===== src/hw/riscv_dec_consts.svh =====
`ifndef RISCV_DEC_CONSTS_SVH
`define RISCV_DEC_CONSTS_SVH

`define XLEN 32

// Major opcodes, bits 6:0.
`define OPC_LUI      7'b0110111
`define OPC_AUIPC    7'b0010111
`define OPC_JAL      7'b1101111
`define OPC_JALR     7'b1100111
`define OPC_BRANCH   7'b1100011
`define OPC_LOAD     7'b0000011
`define OPC_STORE    7'b0100011
`define OPC_OP_IMM   7'b0010011
`define OPC_OP       7'b0110011
`define OPC_MISC_MEM 7'b0001111
`define OPC_SYSTEM   7'b1110011

`define F3_ADD_SUB 3'b000
`define F3_SLL     3'b001
`define F3_SLT     3'b010
`define F3_SLTU    3'b011
`define F3_XOR     3'b100
`define F3_SR      3'b101
`define F3_OR      3'b110
`define F3_AND     3'b111

`define F3_BEQ  3'b000
`define F3_BNE  3'b001
`define F3_BLT  3'b100
`define F3_BGE  3'b101
`define F3_BLTU 3'b110
`define F3_BGEU 3'b111

`define F3_LB  3'b000
`define F3_LH  3'b001
`define F3_LW  3'b010
`define F3_LBU 3'b100
`define F3_LHU 3'b101
`define F3_SB  3'b000
`define F3_SH  3'b001
`define F3_SW  3'b010

`define F3_JALR  3'b000
`define F3_FENCE 3'b000
`define F3_PRIV  3'b000

`define F3_CSRRW  3'b001
`define F3_CSRRS  3'b010
`define F3_CSRRC  3'b011
`define F3_CSRRWI 3'b101
`define F3_CSRRSI 3'b110
`define F3_CSRRCI 3'b111

`define F7_BASE 7'b0000000
`define F7_ALT  7'b0100000

`define INST_ECALL  32'h00000073
`define INST_EBREAK 32'h00100073
`define INST_MRET   32'h30200073
`define INST_WFI    32'h10500073

`endif


===== src/hw/riscv_dec_pkg.sv =====
package riscv_dec_pkg;

	typedef logic [31:0] inst_t;
	typedef logic [31:0] word_t;
	typedef logic [4:0]  reg_addr_t;
	typedef logic [11:0] csr_addr_t;

	// Zero is ALU_ADD, so an idle stage presents a plain add.
	typedef enum logic [3:0] {
		ALU_ADD, ALU_SUB, ALU_SLL, ALU_SLT,
		ALU_SLTU, ALU_XOR, ALU_SRL, ALU_SRA,
		ALU_OR, ALU_AND, ALU_SEQ, ALU_SNE,
		ALU_SGE, ALU_SGEU, ALU_INC
	} alu_op_t;

	// The nine memory operations need four bits.
	typedef enum logic [3:0] {
		MEM_NONE, MEM_LB, MEM_LH, MEM_LW, MEM_LBU,
		MEM_LHU, MEM_SB, MEM_SH, MEM_SW
	} mem_op_t;

	typedef enum logic [1:0] {
		WB_ALU, WB_MEM, WB_CSR
	} wb_src_t;

	typedef enum logic [1:0] {
		CSR_NONE, CSR_RW, CSR_RS, CSR_RC
	} csr_op_t;

	// IMM_Z is the 5-bit unsigned CSR immediate.
	typedef enum logic [2:0] {
		IMM_NONE, IMM_I, IMM_S, IMM_B, IMM_U, IMM_J, IMM_Z
	} imm_sel_t;

endpackage


===== src/hw/decode_ctrl.sv =====
`timescale 1ns/1ps
`include "riscv_dec_consts.svh"

module decode_ctrl
	import riscv_dec_pkg::*;
(
	input  logic      clk,
	input  logic      rst,
	input  logic      inst_valid,
	input  inst_t     inst,
	output imm_sel_t  imm_sel,
	output csr_op_t   csr_cmd,
	output logic      dec_valid,
	output logic      rs1_rena,
	output logic      rs2_rena,
	output logic      rd_wena,
	output logic      sel_pc,
	output logic      sel_im,
	output logic      jump_ena,
	output logic      jump_ind,
	output logic      jump_alw,
	output logic      env_call,
	output logic      trap_ret,
	output logic      illegal_inst,
	output reg_addr_t rs1_addr,
	output reg_addr_t rs2_addr,
	output reg_addr_t rd_addr,
	output alu_op_t   alu_op,
	output mem_op_t   mem_op,
	output wb_src_t   wb_src
);

	// All-zero is the idle value of every field.
	typedef struct packed {
		logic    dec_valid;
		logic    rs1_rena;
		logic    rs2_rena;
		logic    rd_wena;
		logic    sel_pc;
		logic    sel_im;
		logic    jump_ena;
		logic    jump_ind;
		logic    jump_alw;
		logic    env_call;
		logic    trap_ret;
		logic    illegal_inst;
		alu_op_t alu_op;
		mem_op_t mem_op;
		wb_src_t wb_src;
	} ctrl_t;

	ctrl_t      ctrl_d;
	ctrl_t      ctrl_q;
	logic       known;
	logic [6:0] opcode;
	logic [2:0] funct3;
	logic [6:0] funct7;

	assign opcode = inst[6:0];
	assign funct3 = inst[14:12];
	assign funct7 = inst[31:25];

	// Shared by the register and the immediate ALU forms.
	function automatic alu_op_t alu_of(input logic [2:0] f3, input logic alt);
		case (f3)
			`F3_ADD_SUB: alu_of = alt ? ALU_SUB : ALU_ADD;
			`F3_SLL:     alu_of = ALU_SLL;
			`F3_SLT:     alu_of = ALU_SLT;
			`F3_SLTU:    alu_of = ALU_SLTU;
			`F3_XOR:     alu_of = ALU_XOR;
			`F3_SR:      alu_of = alt ? ALU_SRA : ALU_SRL;
			`F3_OR:      alu_of = ALU_OR;
			`F3_AND:     alu_of = ALU_AND;
		endcase
	endfunction

	always_comb begin
		ctrl_d  = '0;
		imm_sel = IMM_NONE;
		csr_cmd = CSR_NONE;
		known   = 1'b1;
		case (opcode)
			`OPC_LUI, `OPC_AUIPC: begin
				ctrl_d.rd_wena = 1'b1;
				ctrl_d.sel_im  = 1'b1;
				ctrl_d.sel_pc  = (opcode == `OPC_AUIPC); // AUIPC adds the PC.
				imm_sel        = IMM_U;
			end
			`OPC_JAL, `OPC_JALR: begin
				ctrl_d.rd_wena  = 1'b1;
				ctrl_d.sel_pc   = 1'b1;
				ctrl_d.alu_op   = ALU_INC; // The link value is PC plus four.
				ctrl_d.jump_ena = 1'b1;
				ctrl_d.jump_alw = 1'b1;
				imm_sel         = IMM_J;
				if (opcode == `OPC_JALR) begin
					known           = (funct3 == `F3_JALR);
					ctrl_d.rs1_rena = 1'b1;
					ctrl_d.jump_ind = 1'b1;
					imm_sel         = IMM_I;
				end
			end
			`OPC_BRANCH: begin
				ctrl_d.rs1_rena = 1'b1;
				ctrl_d.rs2_rena = 1'b1;
				ctrl_d.jump_ena = 1'b1;
				imm_sel         = IMM_B;
				case (funct3)
					`F3_BEQ:  ctrl_d.alu_op = ALU_SEQ;
					`F3_BNE:  ctrl_d.alu_op = ALU_SNE;
					`F3_BLT:  ctrl_d.alu_op = ALU_SLT;
					`F3_BGE:  ctrl_d.alu_op = ALU_SGE;
					`F3_BLTU: ctrl_d.alu_op = ALU_SLTU;
					`F3_BGEU: ctrl_d.alu_op = ALU_SGEU;
					default:  known = 1'b0;
				endcase
			end
			`OPC_LOAD, `OPC_STORE: begin
				ctrl_d.rs1_rena = 1'b1;
				ctrl_d.sel_im   = 1'b1;
				ctrl_d.wb_src   = WB_MEM;
				if (opcode == `OPC_LOAD) begin
					ctrl_d.rd_wena = 1'b1;
					imm_sel        = IMM_I;
					case (funct3)
						`F3_LB:  ctrl_d.mem_op = MEM_LB;
						`F3_LH:  ctrl_d.mem_op = MEM_LH;
						`F3_LW:  ctrl_d.mem_op = MEM_LW;
						`F3_LBU: ctrl_d.mem_op = MEM_LBU;
						`F3_LHU: ctrl_d.mem_op = MEM_LHU;
						default: known = 1'b0;
					endcase
				end else begin
					ctrl_d.rs2_rena = 1'b1;
					imm_sel         = IMM_S;
					case (funct3)
						`F3_SB:  ctrl_d.mem_op = MEM_SB;
						`F3_SH:  ctrl_d.mem_op = MEM_SH;
						`F3_SW:  ctrl_d.mem_op = MEM_SW;
						default: known = 1'b0;
					endcase
				end
			end
			`OPC_OP_IMM: begin
				ctrl_d.rs1_rena = 1'b1;
				ctrl_d.rd_wena  = 1'b1;
				ctrl_d.sel_im   = 1'b1;
				ctrl_d.alu_op   = alu_of(funct3, inst[30] && funct3 == `F3_SR);
				imm_sel         = IMM_I;
				// Shift immediates carry a funct7 that has to be valid.
				if (funct3 == `F3_SLL)
					known = (funct7 == `F7_BASE);
				else if (funct3 == `F3_SR)
					known = (funct7 == `F7_BASE) || (funct7 == `F7_ALT);
			end
			`OPC_OP: begin
				ctrl_d.rs1_rena = 1'b1;
				ctrl_d.rs2_rena = 1'b1;
				ctrl_d.rd_wena  = 1'b1;
				ctrl_d.alu_op   = alu_of(funct3, inst[30]);
				known = (funct7 == `F7_BASE) || (funct7 == `F7_ALT &&
					(funct3 == `F3_ADD_SUB || funct3 == `F3_SR));
			end
			`OPC_MISC_MEM: known = (funct3 == `F3_FENCE); // FENCE has no effect here.
			`OPC_SYSTEM: begin
				if (funct3 == `F3_PRIV) begin
					case (inst)
						`INST_ECALL: ctrl_d.env_call = 1'b1;
						`INST_MRET: begin
							ctrl_d.jump_ena = 1'b1;
							ctrl_d.jump_alw = 1'b1;
							ctrl_d.trap_ret = 1'b1;
						end
						`INST_WFI:    ;
						`INST_EBREAK: known = 1'b0; // Not supported, so it traps.
						default:      known = 1'b0;
					endcase
				end else begin
					ctrl_d.rd_wena  = 1'b1;
					ctrl_d.wb_src   = WB_CSR;
					ctrl_d.rs1_rena = ~funct3[2];
					ctrl_d.sel_im   = funct3[2];
					imm_sel         = funct3[2] ? IMM_Z : IMM_NONE;
					case (funct3)
						`F3_CSRRW, `F3_CSRRWI: csr_cmd = CSR_RW;
						`F3_CSRRS, `F3_CSRRSI: csr_cmd = CSR_RS;
						`F3_CSRRC, `F3_CSRRCI: csr_cmd = CSR_RC;
						default:               known = 1'b0;
					endcase
				end
			end
			default: known = 1'b0;
		endcase

		// An empty slot or an unknown word must leave every other output idle.
		if (!inst_valid || !known) begin
			ctrl_d  = '0;
			imm_sel = IMM_NONE;
			csr_cmd = CSR_NONE;
		end
		ctrl_d.dec_valid    = inst_valid;
		ctrl_d.illegal_inst = inst_valid && !known;
	end

	always_ff @(posedge clk) begin
		if (rst)
			ctrl_q <= '0;
		else
			ctrl_q <= ctrl_d;
	end

	always_ff @(posedge clk) begin
		rs1_addr <= inst[19:15];
		rs2_addr <= inst[24:20];
		rd_addr  <= inst[11:7];
	end

	assign dec_valid    = ctrl_q.dec_valid;
	assign rs1_rena     = ctrl_q.rs1_rena;
	assign rs2_rena     = ctrl_q.rs2_rena;
	assign rd_wena      = ctrl_q.rd_wena;
	assign sel_pc       = ctrl_q.sel_pc;
	assign sel_im       = ctrl_q.sel_im;
	assign jump_ena     = ctrl_q.jump_ena;
	assign jump_ind     = ctrl_q.jump_ind;
	assign jump_alw     = ctrl_q.jump_alw;
	assign env_call     = ctrl_q.env_call;
	assign trap_ret     = ctrl_q.trap_ret;
	assign illegal_inst = ctrl_q.illegal_inst;
	assign alu_op       = ctrl_q.alu_op;
	assign mem_op       = ctrl_q.mem_op;
	assign wb_src       = ctrl_q.wb_src;

endmodule


===== src/hw/imm_gen.sv =====
`timescale 1ns/1ps
`include "riscv_dec_consts.svh"

module imm_gen
	import riscv_dec_pkg::*;
(
	input  logic     clk,
	input  logic     rst,
	input  inst_t    inst,
	input  imm_sel_t imm_sel,
	output word_t    immediate
);

	word_t imm_i;
	word_t imm_s;
	word_t imm_b;
	word_t imm_u;
	word_t imm_j;
	word_t imm_z;
	word_t imm_next;

	assign imm_i = {{(`XLEN-12){inst[31]}}, inst[31:20]};
	assign imm_s = {{(`XLEN-12){inst[31]}}, inst[31:25], inst[11:7]};
	assign imm_b = {{(`XLEN-13){inst[31]}}, inst[31], inst[7], inst[30:25], inst[11:8], 1'b0};
	assign imm_u = {inst[31:12], 12'b0};
	assign imm_j = {{(`XLEN-21){inst[31]}}, inst[31], inst[19:12], inst[20], inst[30:21], 1'b0};
	assign imm_z = {{(`XLEN-5){1'b0}}, inst[19:15]}; // The uimm shares the rs1 field.

	always_comb begin
		case (imm_sel)
			IMM_I:   imm_next = imm_i;
			IMM_S:   imm_next = imm_s;
			IMM_B:   imm_next = imm_b;
			IMM_U:   imm_next = imm_u;
			IMM_J:   imm_next = imm_j;
			IMM_Z:   imm_next = imm_z;
			default: imm_next = '0;
		endcase
	end

	always_ff @(posedge clk) begin
		if (rst)
			immediate <= '0;
		else
			immediate <= imm_next;
	end

endmodule


===== src/hw/csr_access.sv =====
`timescale 1ns/1ps

module csr_access
	import riscv_dec_pkg::*;
(
	input  logic      clk,
	input  logic      rst,
	input  inst_t     inst,
	input  csr_op_t   csr_cmd,
	output csr_addr_t csr_addr,
	output csr_op_t   csr_op,
	output logic      csr_rena,
	output logic      csr_wena
);

	logic rd_nz;
	logic src_nz;
	logic rena_next;
	logic wena_next;

	assign rd_nz  = |inst[11:7];
	assign src_nz = |inst[19:15]; // The rs1 field and the uimm share these bits.

	// A swap with rd zero skips the read; set and clear with a zero source skip the write.
	always_comb begin
		rena_next = 1'b0;
		wena_next = 1'b0;
		case (csr_cmd)
			CSR_RW: begin
				rena_next = rd_nz;
				wena_next = 1'b1;
			end
			CSR_RS, CSR_RC: begin
				rena_next = 1'b1;
				wena_next = src_nz;
			end
			default: ;
		endcase
	end

	always_ff @(posedge clk) begin
		if (rst) begin
			csr_op   <= CSR_NONE;
			csr_rena <= 1'b0;
			csr_wena <= 1'b0;
		end else begin
			csr_op   <= csr_cmd;
			csr_rena <= rena_next;
			csr_wena <= wena_next;
		end
	end

	always_ff @(posedge clk)
		csr_addr <= inst[31:20];

endmodule


===== src/hw/inst_decoder.sv =====
`timescale 1ns/1ps

module inst_decoder
	import riscv_dec_pkg::*;
(
	input  logic      clk,
	input  logic      rst,
	input  logic      inst_valid,
	input  inst_t     inst,
	output logic      dec_valid,
	output word_t     immediate,
	output logic      rs1_rena,
	output reg_addr_t rs1_addr,
	output logic      rs2_rena,
	output reg_addr_t rs2_addr,
	output logic      rd_wena,
	output reg_addr_t rd_addr,
	output csr_addr_t csr_addr,
	output logic      csr_rena,
	output logic      csr_wena,
	output logic      sel_pc,
	output logic      sel_im,
	output wb_src_t   wb_src,
	output alu_op_t   alu_op,
	output mem_op_t   mem_op,
	output csr_op_t   csr_op,
	output logic      jump_ena,
	output logic      jump_ind,
	output logic      jump_alw,
	output logic      env_call,
	output logic      trap_ret,
	output logic      illegal_inst
);

	imm_sel_t imm_sel;
	csr_op_t  csr_cmd;

	decode_ctrl u_ctrl (
		.clk          (clk),
		.rst          (rst),
		.inst_valid   (inst_valid),
		.inst         (inst),
		.imm_sel      (imm_sel),
		.csr_cmd      (csr_cmd),
		.dec_valid    (dec_valid),
		.rs1_rena     (rs1_rena),
		.rs2_rena     (rs2_rena),
		.rd_wena      (rd_wena),
		.sel_pc       (sel_pc),
		.sel_im       (sel_im),
		.jump_ena     (jump_ena),
		.jump_ind     (jump_ind),
		.jump_alw     (jump_alw),
		.env_call     (env_call),
		.trap_ret     (trap_ret),
		.illegal_inst (illegal_inst),
		.rs1_addr     (rs1_addr),
		.rs2_addr     (rs2_addr),
		.rd_addr      (rd_addr),
		.alu_op       (alu_op),
		.mem_op       (mem_op),
		.wb_src       (wb_src)
	);

	imm_gen u_imm (
		.clk       (clk),
		.rst       (rst),
		.inst      (inst),
		.imm_sel   (imm_sel),
		.immediate (immediate)
	);

	csr_access u_csr (
		.clk      (clk),
		.rst      (rst),
		.inst     (inst),
		.csr_cmd  (csr_cmd),
		.csr_addr (csr_addr),
		.csr_op   (csr_op),
		.csr_rena (csr_rena),
		.csr_wena (csr_wena)
	);

endmodule


===== config.mk =====
export PLATFORM = sky130hd
export DESIGN_NAME = inst_decoder
export DESIGN_NICKNAME = d
export VERILOG_FILES = /design/src/hw/riscv_dec_pkg.sv /design/src/hw/decode_ctrl.sv /design/src/hw/imm_gen.sv /design/src/hw/csr_access.sv /design/src/hw/inst_decoder.sv
export VERILOG_INCLUDE_DIRS = /design/src /design/src/hw
export SDC_FILE = /design/constraint.sdc
export NUM_CORES = 1
export LEC_CHECK = 0
export BUFFER_PORTS_ARGS = -buffer_cell sky130_fd_sc_hd__buf_2
export CORE_ASPECT_RATIO = 0.6
export CORE_MARGIN = 2
export CORE_UTILIZATION = 45
export DETAILED_ROUTE_END_ITERATION = 12
export PLACE_DENSITY = 0.77
export SYNTH_ARGS = -nofsm -noshare
export SYNTH_HDL_FRONTEND = slang
export SYNTH_SLANG_ARGS = --single-unit

===== constraint.sdc =====
create_clock -name clk -period 5.3 [get_ports clk]
set_input_delay 1.06 -clock clk [delete_from_list [all_inputs] [get_ports clk]]
set_output_delay 1.06 -clock clk [all_outputs]
set_load 0.03 [all_outputs]

# Word-level counts from Yosys, hierarchy flattened
# Index checks and enable logic that the tools add are counted.
[word_totals]
ff_bits = 85
inputBits = 35
output_inout_bits = 85
elab_cells = 147
[op_classes]
eq_ne = 31
muxes = 54
n_bitwise = 5
reduce_logical = 34
[op_table]
columns = ["op", "count"]
rows = [
  ["one-hot mux 32 bit (6 select lines)", 1],
  ["one-hot mux 4 bit (8 select lines)", 2],
  ["equality test 32 x 29 -> 1 bit (second input constant)", 1],
  ["equality test 32 x 30 -> 1 bit (second input constant)", 1],
  ["equality test 32 x 7 -> 1 bit (second input constant)", 1],
  ["equality test 7 x 6 -> 1 bit (second input constant)", 4],
  ["equality test 7 bit (second input constant)", 4],
  ["OR reduction 5 bit", 5],
  ["one-hot mux 4 bit (6 select lines)", 1],
  ["2-to-1 mux 1 bit", 23],
  ["equality test 3 bit (second input constant)", 7],
  ["one-hot mux 3 bit (6 select lines)", 1],
  ["OR reduction 2 bit", 9],
  ["OR reduction 6 bit", 3],
  ["one-hot mux 4 bit (4 select lines)", 1],
  ["2-to-1 mux 3 bit", 5],
  ["one-hot mux 3 bit (5 select lines)", 1],
  ["OR reduction 3 bit", 5],
  ["equality test 7 x 5 -> 1 bit (second input constant)", 2],
  ["one-hot mux 1 bit (2 select lines)", 7],
  ["equality test 3 x 2 -> 1 bit (second input constant)", 4],
  ["one-hot mux 4 bit (3 select lines)", 1],
  ["2-to-1 mux 2 bit", 5],
  ["one-hot mux 1 bit (8 select lines)", 1],
  ["16 further kinds", 29],
]

# Longest topological paths before layout
# Gate-level depths: netlist (run 1).
[depth]
word_depth = 11
mapped_depth = 9
depth_no_buf = 5

# By module
# Synthesis (run 1) repeated with hierarchy kept, for this count alone.
[hier_totals]
cells_unflattened = 351
area_unflattened_um2 = 3323.2
[modules_own_cells]
columns = ["mod", "instances", "cells_per_inst", "area_each_um2", "seq_area_each_um2"]
rows = [
  ["decode_ctrl", 1, 198, 1769.2, 740.7],
  ["imm_gen", 1, 127, 1172.4, 640.6],
  ["csr_access", 1, 26, 381.6, 320.3],
]

# Worst setup path before layout (run 1)
# No wires, ideal clock.
[synth_timing]
kind = "input -> register"
start = "input inst[6]"
end = "register u_ctrl.ctrl_q, in the netlist u_ctrl.sel_pc"
setup_time_ns = 0.130
t_arrival_ns = 2.421
required_ns = 5.170
setup_slack_ns = 2.749
cell_stages = 8
path_buffers = 3
path_cell_list = "buf_2 -> and4b_1 -> o21ai_2 -> o311ai_1 -> a311oi_2 -> buf_4 -> buf_6 -> nor3_1"
[synth_between]
elab_chain_cells = 8
word_cells_on_any_way = 27
cone_classes = "14 x eq/ne; 6 x mux; 7 x reduce/logical"
[synth_rtl]
columns = ["element", "line_no", "text"]
rows = [
  ["start: declaration", "inst_decoder.sv:9", "input inst_t inst,"],
  ["equality test 32 x 29 -> 1 bit (tied with other cells)", "decode_ctrl.sv:167", "case (inst)"],
  ["OR reduction 3 bit (no source line)", "n/a", ""],
  ["2-to-1 mux 1 bit", "decode_ctrl.sv:167", ""],
  ["2-to-1 mux 1 bit", "decode_ctrl.sv:166", "if (funct3 == `F3_PRIV) begin"],
  ["one-hot mux 1 bit (8 select lines)", "decode_ctrl.sv:82", "case (opcode)"],
  ["logical NOT 1 bit", "decode_ctrl.sv:196", "if (!inst_valid || !known) begin"],
  ["logical OR 1 bit", "decode_ctrl.sv:196", ""],
  ["OR reduction 2 bit (no source line)", "n/a", ""],
  ["end signal: assignment", "decode_ctrl.sv:209", "ctrl_q <= ctrl_d;"],
  ["end: declaration", "decode_ctrl.sv:53", "ctrl_t ctrl_q;"],
]
# Parallel ways exist; a longest one is shown, timed or not.
# A chain may end at the register's enable or synchronous reset.

# Final worst setup path (run 1)
[layout_timing]
start = "input inst[14]"
end = "register u_imm.immediate[30]"
[layout_between]
elab_chain_cells = 10
word_cells_on_any_way = 43
cone_classes = "16 x eq/ne; 16 x mux; 11 x reduce/logical"
[layout_rtl]
columns = ["element", "line_no", "text"]
rows = [
  ["equality test 32 x 29 -> 1 bit (tied with other cells)", "decode_ctrl.sv:167", ""],
  ["OR reduction 3 bit (no source line) (tied with other cells)", "n/a", ""],
  ["2-to-1 mux 1 bit (tied with other cells)", "decode_ctrl.sv:167", ""],
  ["2-to-1 mux 1 bit (tied with other cells)", "decode_ctrl.sv:166", ""],
  ["one-hot mux 1 bit (8 select lines)", "decode_ctrl.sv:82", ""],
  ["logical NOT 1 bit", "decode_ctrl.sv:196", ""],
  ["logical OR 1 bit", "decode_ctrl.sv:196", ""],
  ["2-to-1 mux 3 bit *", "decode_ctrl.sv:196", ""],
  ["equality test 3 bit (tied with other cells)", "imm_gen.sv:30", "case (imm_sel)"],
  ["one-hot mux 32 bit (6 select lines) *", "imm_gen.sv:30", ""],
  ["end signal: assignment", "imm_gen.sv:45", "immediate <= imm_next;"],
  ["end: declaration", "imm_gen.sv:11", "output word_t immediate"],
]
# Every way passes the cells marked *; elsewhere a longest branch is shown, timed or not.

==> results.cfg, run 1 <==
[status]
status = completed

[power_and_ir_drop]
p_per_area_nw_per_um2 = 349.2
combPwrFrac_pct = 9.0
leakage_nw = 1.719
swShare_pct = 23.03
pwr-share-seq_pct = 42.1
p_int_mw = 1.121
ir_worst_vdd_uv = 256.7
p_sw_mw = 0.3355
power.share.clock_pct = 48.8

[detailed_routing]
drt-wirelength-per-cell_um = 17.95
drc_errors = 0
drtPass1Iterations = 5
routed_wl_mm = 9.943
vias_per_cell = 5.823
postRouteAntennaNets = 0
via_count = 3226
drtIter0Drc = 319

[global_route]
overflow = 0
grt_antenna_before_repair = 0
grt_pass1_vias = 2836
grt_pass1_wl_mm = 15.62
grt_start_max_net_pins = 51
track_usage_pct = 25.29

[layout]
nNetsFinal = 493
final_util_pct = 58.12
nFillCells = 624
final_cell_mix = buf_2 (119), dfxtp_1 (80), nor3_1 (57)
num_antenna_cells = 0
syn2layout_area_growth_pct = 26.77
stdcell_area_um2 = 4172
final_common_cell = buf_2
layout-drive-gt1-share_pct = 32.18

[synth]
post-synth-top-area-cell = dfxtp_1
yosysSeqAreaShare_pct = 48.67
synth_edf_count = 0
synthArstFlopShare_pct = 0
syn_area_um2 = 3291
syn_inst = 361
yosys_warnings = 0
synth_area_leaders = dfxtp_1 (49%), nor3_1 (8.7%), a21oi_1 (3.7%), nor2_1 (2.6%), buf_4 (2.3%)
synth-seq-cells = 80
synth_fp_nets = 396
synth.distinct_cells = 60
synth_top_area_share_pct = 48.67
avgSynthCellArea_um2 = 9.115
synth_flop_cell = dfxtp_1

[timing]
finalSetupViolCount = 0
min_period_ns = 3.195
hold_slack_ns = 0.8654
fin_tns_setup_ns = 0
slew_violations = 0
layout_worst_path_cycle_share_pct = 60.28
hold_violations = 0
setup_slack_ns = 2.105
tightest_slew_ns = 1.113
rsz0062_at_grt = no
max_freq_mhz = 313.0
slew_headroom_pct = 25.79

[floorplanning]
pin_count = 120
die_area_um2 = 8035
fp.coreArea_um2 = 7177
core.rowCount = 24
die_w_um = 114.4
die_height_um = 70.24
start_util_pct = 45.85

[clock_network]
cts_resized = 0
cts_tree = yes
cts-hold-fix-buffers = 0
postCtsSetupBuffers = 0
cts_buffers = 9
cts_sinks = 80
ctsLongestPathBuffers = 2
htreeDepth = 3
clk_pin_slew_ns = 0.06
cts_root_buffer = clkbuf_16

[critical_path]
cp-start-kind = input pin
crit_arrival_ns = 3.35
crit_fanout = 50
crit_chain = buf_2 > nor3_1 > nand3_1 > a311oi_4 > buf_4 > nor3_1
critical_path_depth = 6
cpPeakStageDelay_ns = 0.56
endpoint_kind = register
cpMostUsedCell = nor3_1
critPathRequiredTime_ns = 5.46
crit_type = in2reg
worst_path_dominant_cell_family = simple AND/OR/NAND/NOR gates
cp_slowest_cell = nor3_1
path_buf_inv = 2

[placed_design]
dpl_worst_slack_ns = 1.839
port_buffers = 119
hpwl_mm = 7.171
globalplace.congestion = 0.9465
place_area_um2 = 3825

[min_path]
whs_endpoint = u_ctrl.rd_addr[4]$_DFF_P_
hp-class = in2reg
hp-start = inst[11]
hold_path_depth = 1

[job]
maxCapViolCount = 0
## synth_stat cells, types with 3 or more instances
cell type  instances
a211oi_1           5
a21oi_1           24
a22o_1             4
a22oi_1            9
and2_1             3
and3_1             4
buf_2             11
buf_4             10
buf_6              3
clkbuf_1          10
dfxtp_1           80
inv_1              5
nand2_1           15
nand2b_1           6
nand3_1           12
nand4_1            5
nor2_1            23
nor2b_1            4
nor3_1            57
nor4_1             4
o211ai_1           3
o21a_1             3
o21ai_0           11
o22ai_1            4
## how the worst max path moves through the flow
| stage | startpoint | endpoint | slack, ns |
|---|---|---|---|
| after floorplan | inst[6] | u_ctrl.sel_pc$_SDFF_PP0_ | 2.75 |
| after global placement | inst[14] | u_imm.immediate[26]$_SDFF_PP0_ | 1.91 |
| after detailed placement | inst[14] | u_imm.immediate[30]$_SDFF_PP0_ | 1.84 |
| after CTS | inst[14] | u_imm.immediate[30]$_SDFF_PP0_ | 2.17 |
| after global routing | inst[14] | u_imm.immediate[27]$_SDFF_PP0_ | 1.95 |
| final | inst[14] | u_imm.immediate[30]$_SDFF_PP0_ | 2.10 |
## routing by layer
metal / vias up / track usage (%) / part of all wire [%]
met3: 11 / 9.896 / 11
met5: - / 0 / 0
met4: 0 / 7.046 / 0.78
met1: 1499 / 38.11 / 48
met2: 200 / 32.81 / 40
li1: 1516 / - / -
## cell families after synthesis
family | synth area share [%]
XOR/XNOR | 0.7986
AO/OA/AOI/OAI | 17.34
multiplexers | 0.3042
buffers and inverters | 6.920
AND/OR/NAND/NOR | 25.97
flip-flops | 48.67
## power groups by stage
| stage | registers, mW | logic [mW] | clock network (mW) |
|---|---|---|---|
| floorplan | 0.648 | 0.0657 | 0 |
| global placement | 0.626 | 0.129 | 0 |
| detailed placement | 0.627 | 0.130 | 0 |
| CTS | 0.614 | 0.130 | 0.717 |
| global route | 0.614 | 0.141 | 0.747 |
| finish | 0.614 | 0.132 | 0.711 |
## metrics by stage
step	power, mW	std cells
after floorplan	0.7132	361
after global placement	0.7556	538
after detailed placement	0.7565	538
after CTS	1.461	554
after global routing	1.502	554
final	1.457	554
## state kept, by name (all words and copies together), names as in the netlist, 2 cells and up
register / cells
u_csr.csr_addr: 12
u_csr.csr_op: 2
u_ctrl.alu_op: 4
u_ctrl.mem_op: 4
u_ctrl.rd_addr: 5
u_ctrl.rs1_addr: 5
u_ctrl.wb_src: 2
u_imm.immediate: 32
## cell type report
cell class / count / area [um^2] / share of cell area [%]
Multi-Input combinational cell: 240 / 1473 / 35.30
Clock inverter: 5 / 103.9 / 2.490
Sequential cell: 80 / 1602 / 38.39
Clock buffer: 11 / 242.7 / 5.819
Timing Repair Buffer: 122 / 618.1 / 14.82
Tap cell: 91 / 113.9 / 2.729
Inverter: 5 / 18.77 / 0.4499
(Power assumes the default switching activity.)
==> run 2: changes to the inputs <==
==> constraint.sdc (replaced) <==
create_clock -name clk -period 3.17 [get_ports clk]
set_input_delay 0.634 -clock clk [delete_from_list [all_inputs] [get_ports clk]]
set_output_delay 0.634 -clock clk [all_outputs]
set_load 0.03 [all_outputs]
==> results.cfg, run 2 (same netlist as run 1, synthesis figures left out) <==
[critical_path]
endpoint_kind = register
cpPeakStageDelay_ns = 0.54
crit_chain = buf_2 > nand4bb_1 > buf_4 > o311ai_1 > a311oi_4 > buf_4 > nor4b_1
cp_slowest_cell = nor4b_1
crit_arrival_ns = 2.89
critPathRequiredTime_ns = 3.35
cp-start-kind = input pin
crit_type = in2reg
crit_fanout = 20
cpMostUsedCell = buf_4

[layout]
layout-drive-gt1-share_pct = 33.83
instances_no_fill = 564
final_cell_mix = buf_2 (119), dfxtp_1 (80), nor3_1 (57)
syn2layout_area_growth_pct = 27.91
nFillCells = 621
top_regs = u_imm.immediate: 32 flops, u_csr.csr_addr: 12 flops
regMostFlops = u_imm.immediate
nNetsFinal = 503
num_antenna_cells = 0
largest_register_ffs = 32
final_common_cell = buf_2

[global_route]
grt_pass1_wl_mm = 15.79
grt_pass1_vias = 3006
grt_start_max_net_pins = 27
overflow = 0
track_usage_pct = 25.76
grt_antenna_before_repair = 0

[power_and_ir_drop]
combPwrFrac_pct = 9.8
power_mw = 2.316
leakage_nw = 1.747
ir_worst_vdd_uv = 365.3
p_int_mw = 1.713
power.share.clock_pct = 45.9
pwr-share-seq_pct = 44.3
p_sw_mw = 0.6039
swShare_pct = 26.07
p_per_area_nw_per_um2 = 550.3

[clock_network]
cts_sinks = 80
cts_tree = yes
htreeDepth = 3
cts_buffers = 9
cts-hold-fix-buffers = 0
postCtsSetupBuffers = 0
cts_root_buffer = clkbuf_16
cts_resized = 0
clk_pin_slew_ns = 0.06
ctsLongestPathBuffers = 2

[timing]
tightest_slew_ns = 1.257
max_freq_mhz = 368.8
hold_slack_ns = 0.4274
fin_tns_setup_ns = 0
slew_violations = 0
hold_violations = 0
setup_slack_ns = 0.4586
slew_headroom_pct = 15.58
layout_worst_path_cycle_share_pct = 85.53
min_period_ns = 2.711
rsz0062_at_grt = no
finalSetupViolCount = 0

[detailed_routing]
routed_wl_mm = 10.03
via_count = 3294
drt-wirelength-per-cell_um = 17.77
drtPass1Iterations = 5
vias_per_cell = 5.840
drtIter0Drc = 407
drc_errors = 0
postRouteAntennaNets = 0

[floorplanning]
die_w_um = 114.4
start_util_pct = 45.85
core.rowCount = 24
fp.coreArea_um2 = 7177
pin_count = 120
die_height_um = 70.24
die_area_um2 = 8035

[job]
maxCapViolCount = 0

[placed_design]
dpl.cell_count = 548
globalplace.congestion = 0.9257
port_buffers = 119
hpwl_mm = 7.435
dpl_worst_slack_ns = 0.1829

[status]
status = completed

[min_path]
hp-class = in2reg
-- run 2: changes by cell type in the layout (fill, tap and decap cells not counted) --
| cell | delta |
|---|---|
| buf_4 | +10 |
| inv_6 | +3 |
| bufinv_16 | -2 |
| clkbuf_1 | -1 |
| clkbuf_8 | -1 |
| clkinv_2 | -1 |
| clkinvlp_4 | +1 |
| inv_8 | +1 |
-- run 2: path summary, 6_finish.rpt --
kind | startpoint | to | slack [ns] | cells past startpoint
setup / recovery | inst[3] | u_ctrl.jump_ind$_SDFF_PP0_ | 0.46 | 7
hold / removal | inst[11] | u_ctrl.rd_addr[4]$_DFF_P_ | 0.43 | 1
-- run 2: power groups by stage --
stage          Sequential (mW)  Clock (mW)  Combinational (mW)
2_1_floorplan             1.08           0               0.110
3_3_place_gp              1.05           0               0.219
3_5_place_dp              1.05           0               0.222
4_1_cts                   1.03        1.08               0.223
5_1_grt                   1.03        1.13               0.243
6_report                  1.03        1.06               0.228
-- run 2: routing by layer --
| layer | GRT usage (%) | wire [um] | vias to the layer above |
|---|---|---|---|
| met4 | 10.70 | 171 | 0 |
| met3 | 6.944 | 1160 | 20 |
| li1 | - | - | 1532 |
| met5 | 0 | 0 | - |
| met2 | 33.73 | 3905 | 221 |
| met1 | 39.15 | 4787 | 1521 |
-- run 2: through the flow --
stage          cell area, um^2  util [%]
2_1_floorplan             3291         -
3_3_place_gp              3900     54.34
3_5_place_dp              3900     54.34
4_1_cts                   4209     58.65
5_1_grt                   4209     58.65
6_report                  4209     58.65
-- run 2: cell type report --
| class | count | area [um^2] | share of cell area [%] |
|---|---|---|---|
| multi-input combinational | 240 | 1473 | 34.99 |
| timing repair buffer | 132 | 693.2 | 16.47 |
| clock buffer | 9 | 225.2 | 5.351 |
| inverter | 5 | 18.77 | 0.4459 |
| sequential | 80 | 1602 | 38.05 |
| clock inverter | 7 | 83.83 | 1.992 |
| tap | 91 | 113.9 | 2.705 |
-- run 2: worst max-delay path, delay by kind of cell --
family                 cells  cell delay (ns)
AND/OR/NAND/NOR            2             0.89
buffers and inverters      3             0.71
AO/OA/AOI/OAI              2             0.64
==> run 3: changes to the inputs <==
--- a/config.mk
+++ b/config.mk
@@ -7,7 +7,6 @@
 export NUM_CORES = 1
 export LEC_CHECK = 0
 export BUFFER_PORTS_ARGS = -buffer_cell sky130_fd_sc_hd__buf_2
-export CORE_ASPECT_RATIO = 0.6
 export CORE_MARGIN = 2
 export CORE_UTILIZATION = 45
 export DETAILED_ROUTE_END_ITERATION = 12
==> results.cfg, run 3 (same netlist as run 1, synthesis figures left out) <==
[timing]
max_freq_mhz = 405.3
fin_tns_setup_ns = 0
hold_violations = 0
min_period_ns = 2.468
finalSetupViolCount = 0
slew_violations = 0
tightest_slew_ns = 1.057
setup_slack_ns = 0.7024
rsz0062_at_grt = no
layout_worst_path_cycle_share_pct = 77.84
slew_headroom_pct = 29.51

[global_route]
grt_antenna_before_repair = 0
grt_pass1_wl_mm = 14.74
overflow = 0
track_usage_pct = 24.12
grt_pass1_vias = 2902
grt_start_max_net_pins = 32

[clock_network]
htreeDepth = 3
cts_root_buffer = clkbuf_8
cts_resized = 0
cts-hold-fix-buffers = 0
clk_pin_slew_ns = 0.08
cts_sinks = 80
cts_buffers = 9
ctsLongestPathBuffers = 2
postCtsSetupBuffers = 0
cts_tree = yes

[layout]
final_cell_mix = buf_2 (119), dfxtp_1 (80), nor3_1 (57)
multi_input_area_um2 = 1473
top_regs = u_imm.immediate: 32 flops, u_csr.csr_addr: 12 flops
num_antenna_cells = 0
regMostFlops = u_imm.immediate
largest_register_ffs = 32
instances_no_fill = 567
nNetsFinal = 498
final_common_cell = buf_2
nFillCells = 687
final_util_pct = 56.93
register_area_um2 = 1602
syn2layout_area_growth_pct = 24.14
layout-drive-gt1-share_pct = 33.12

[floorplanning]
core.rowCount = 31
pin_count = 120
die_area_um2 = 8013
fp.coreArea_um2 = 7176
die_height_um = 89.52
start_util_pct = 45.86
die_w_um = 89.52

[placed_design]
globalplace.congestion = 0.8941
dpl.cell_count = 551
hpwl_mm = 6.723
port_buffers = 119
dpl_worst_slack_ns = 0.3713

[detailed_routing]
drtIter0Drc = 238
via_count = 3163
vias_per_cell = 5.578
drc_errors = 0
routed_wl_mm = 9.420
drtPass1Iterations = 4
postRouteAntennaNets = 0
drt-wirelength-per-cell_um = 16.61

[power_and_ir_drop]
pwr-share-seq_pct = 50.2
p_int_mw = 1.481
swShare_pct = 27.36
power.share.clock_pct = 38.9
leakage_nw = 1.679
combPwrFrac_pct = 10.9
power_mw = 2.038
p_per_area_nw_per_um2 = 498.9
ir_worst_vdd_uv = 276.1
p_sw_mw = 0.5576

[critical_path]
crit_type = in2reg
endpoint_kind = register
cp-start-kind = input pin
crit_fanout = 26
critPathRequiredTime_ns = 3.36
crit_arrival_ns = 2.65

[job]
maxCapViolCount = 0

[min_path]
hp-class = in2reg

[status]
status = completed
[run 3: metal layers]
layer | part of all wire (%) | wire length (um) | global-route usage (%)
met1 | 42 | 3976 | 32.06
met2 | 48 | 4505 | 38.65
met3 | 7.7 | 726 | 4.155
met4 | 2.3 | 212 | 10.31
met5 | 0 | 0 | 0
[run 3: critical path, cell delays in order]
cell and delay, ns:
buf_2 0.35, or2_2 0.23, nor2_4 0.06, or2_1 0.36, o21ai_2 0.87, nor3_1 0.14
[run 3: path summary, 6_finish.rpt]
| check | slack (ns) | start | depth (start not counted) | endpoint |
|---|---|---|---|---|
| max | 0.70 | inst[5] | 6 | u_imm.immediate[13]$_SDFF_PP0_ |
| min | 0.42 | inst[11] | 1 | u_ctrl.rd_addr[4]$_DFF_P_ |
[run 3: final cells by class]
cell class / instances / share of cell area [%]
timing repair buffer: 127 / 16.05
tap: 99 / 3.032
inverter: 5 / 0.4594
sequential: 80 / 39.20
clock inverter: 6 / 1.838
multi-input combinational: 240 / 36.05
clock buffer: 10 / 3.369
[run 3: power by group through the flow]
stage | registers [mW] | logic [mW] | clock network [mW]
finish | 1.02 | 0.221 | 0.793
detailed placement | 1.05 | 0.219 | 0
global placement | 1.05 | 0.215 | 0
global route | 1.03 | 0.240 | 0.845
floorplan | 1.08 | 0.110 | 0
CTS | 1.02 | 0.219 | 0.799
[run 3: metrics by stage]
step | instance area [um^2] | hold slack (ns)
global route | 4085 | 0.4121
CTS | 4085 | 0.4191
global placement | 3872 | 0.7774
detailed placement | 3872 | 0.7812
finish | 4085 | 0.4203
floorplan | 3291 | 0.6617
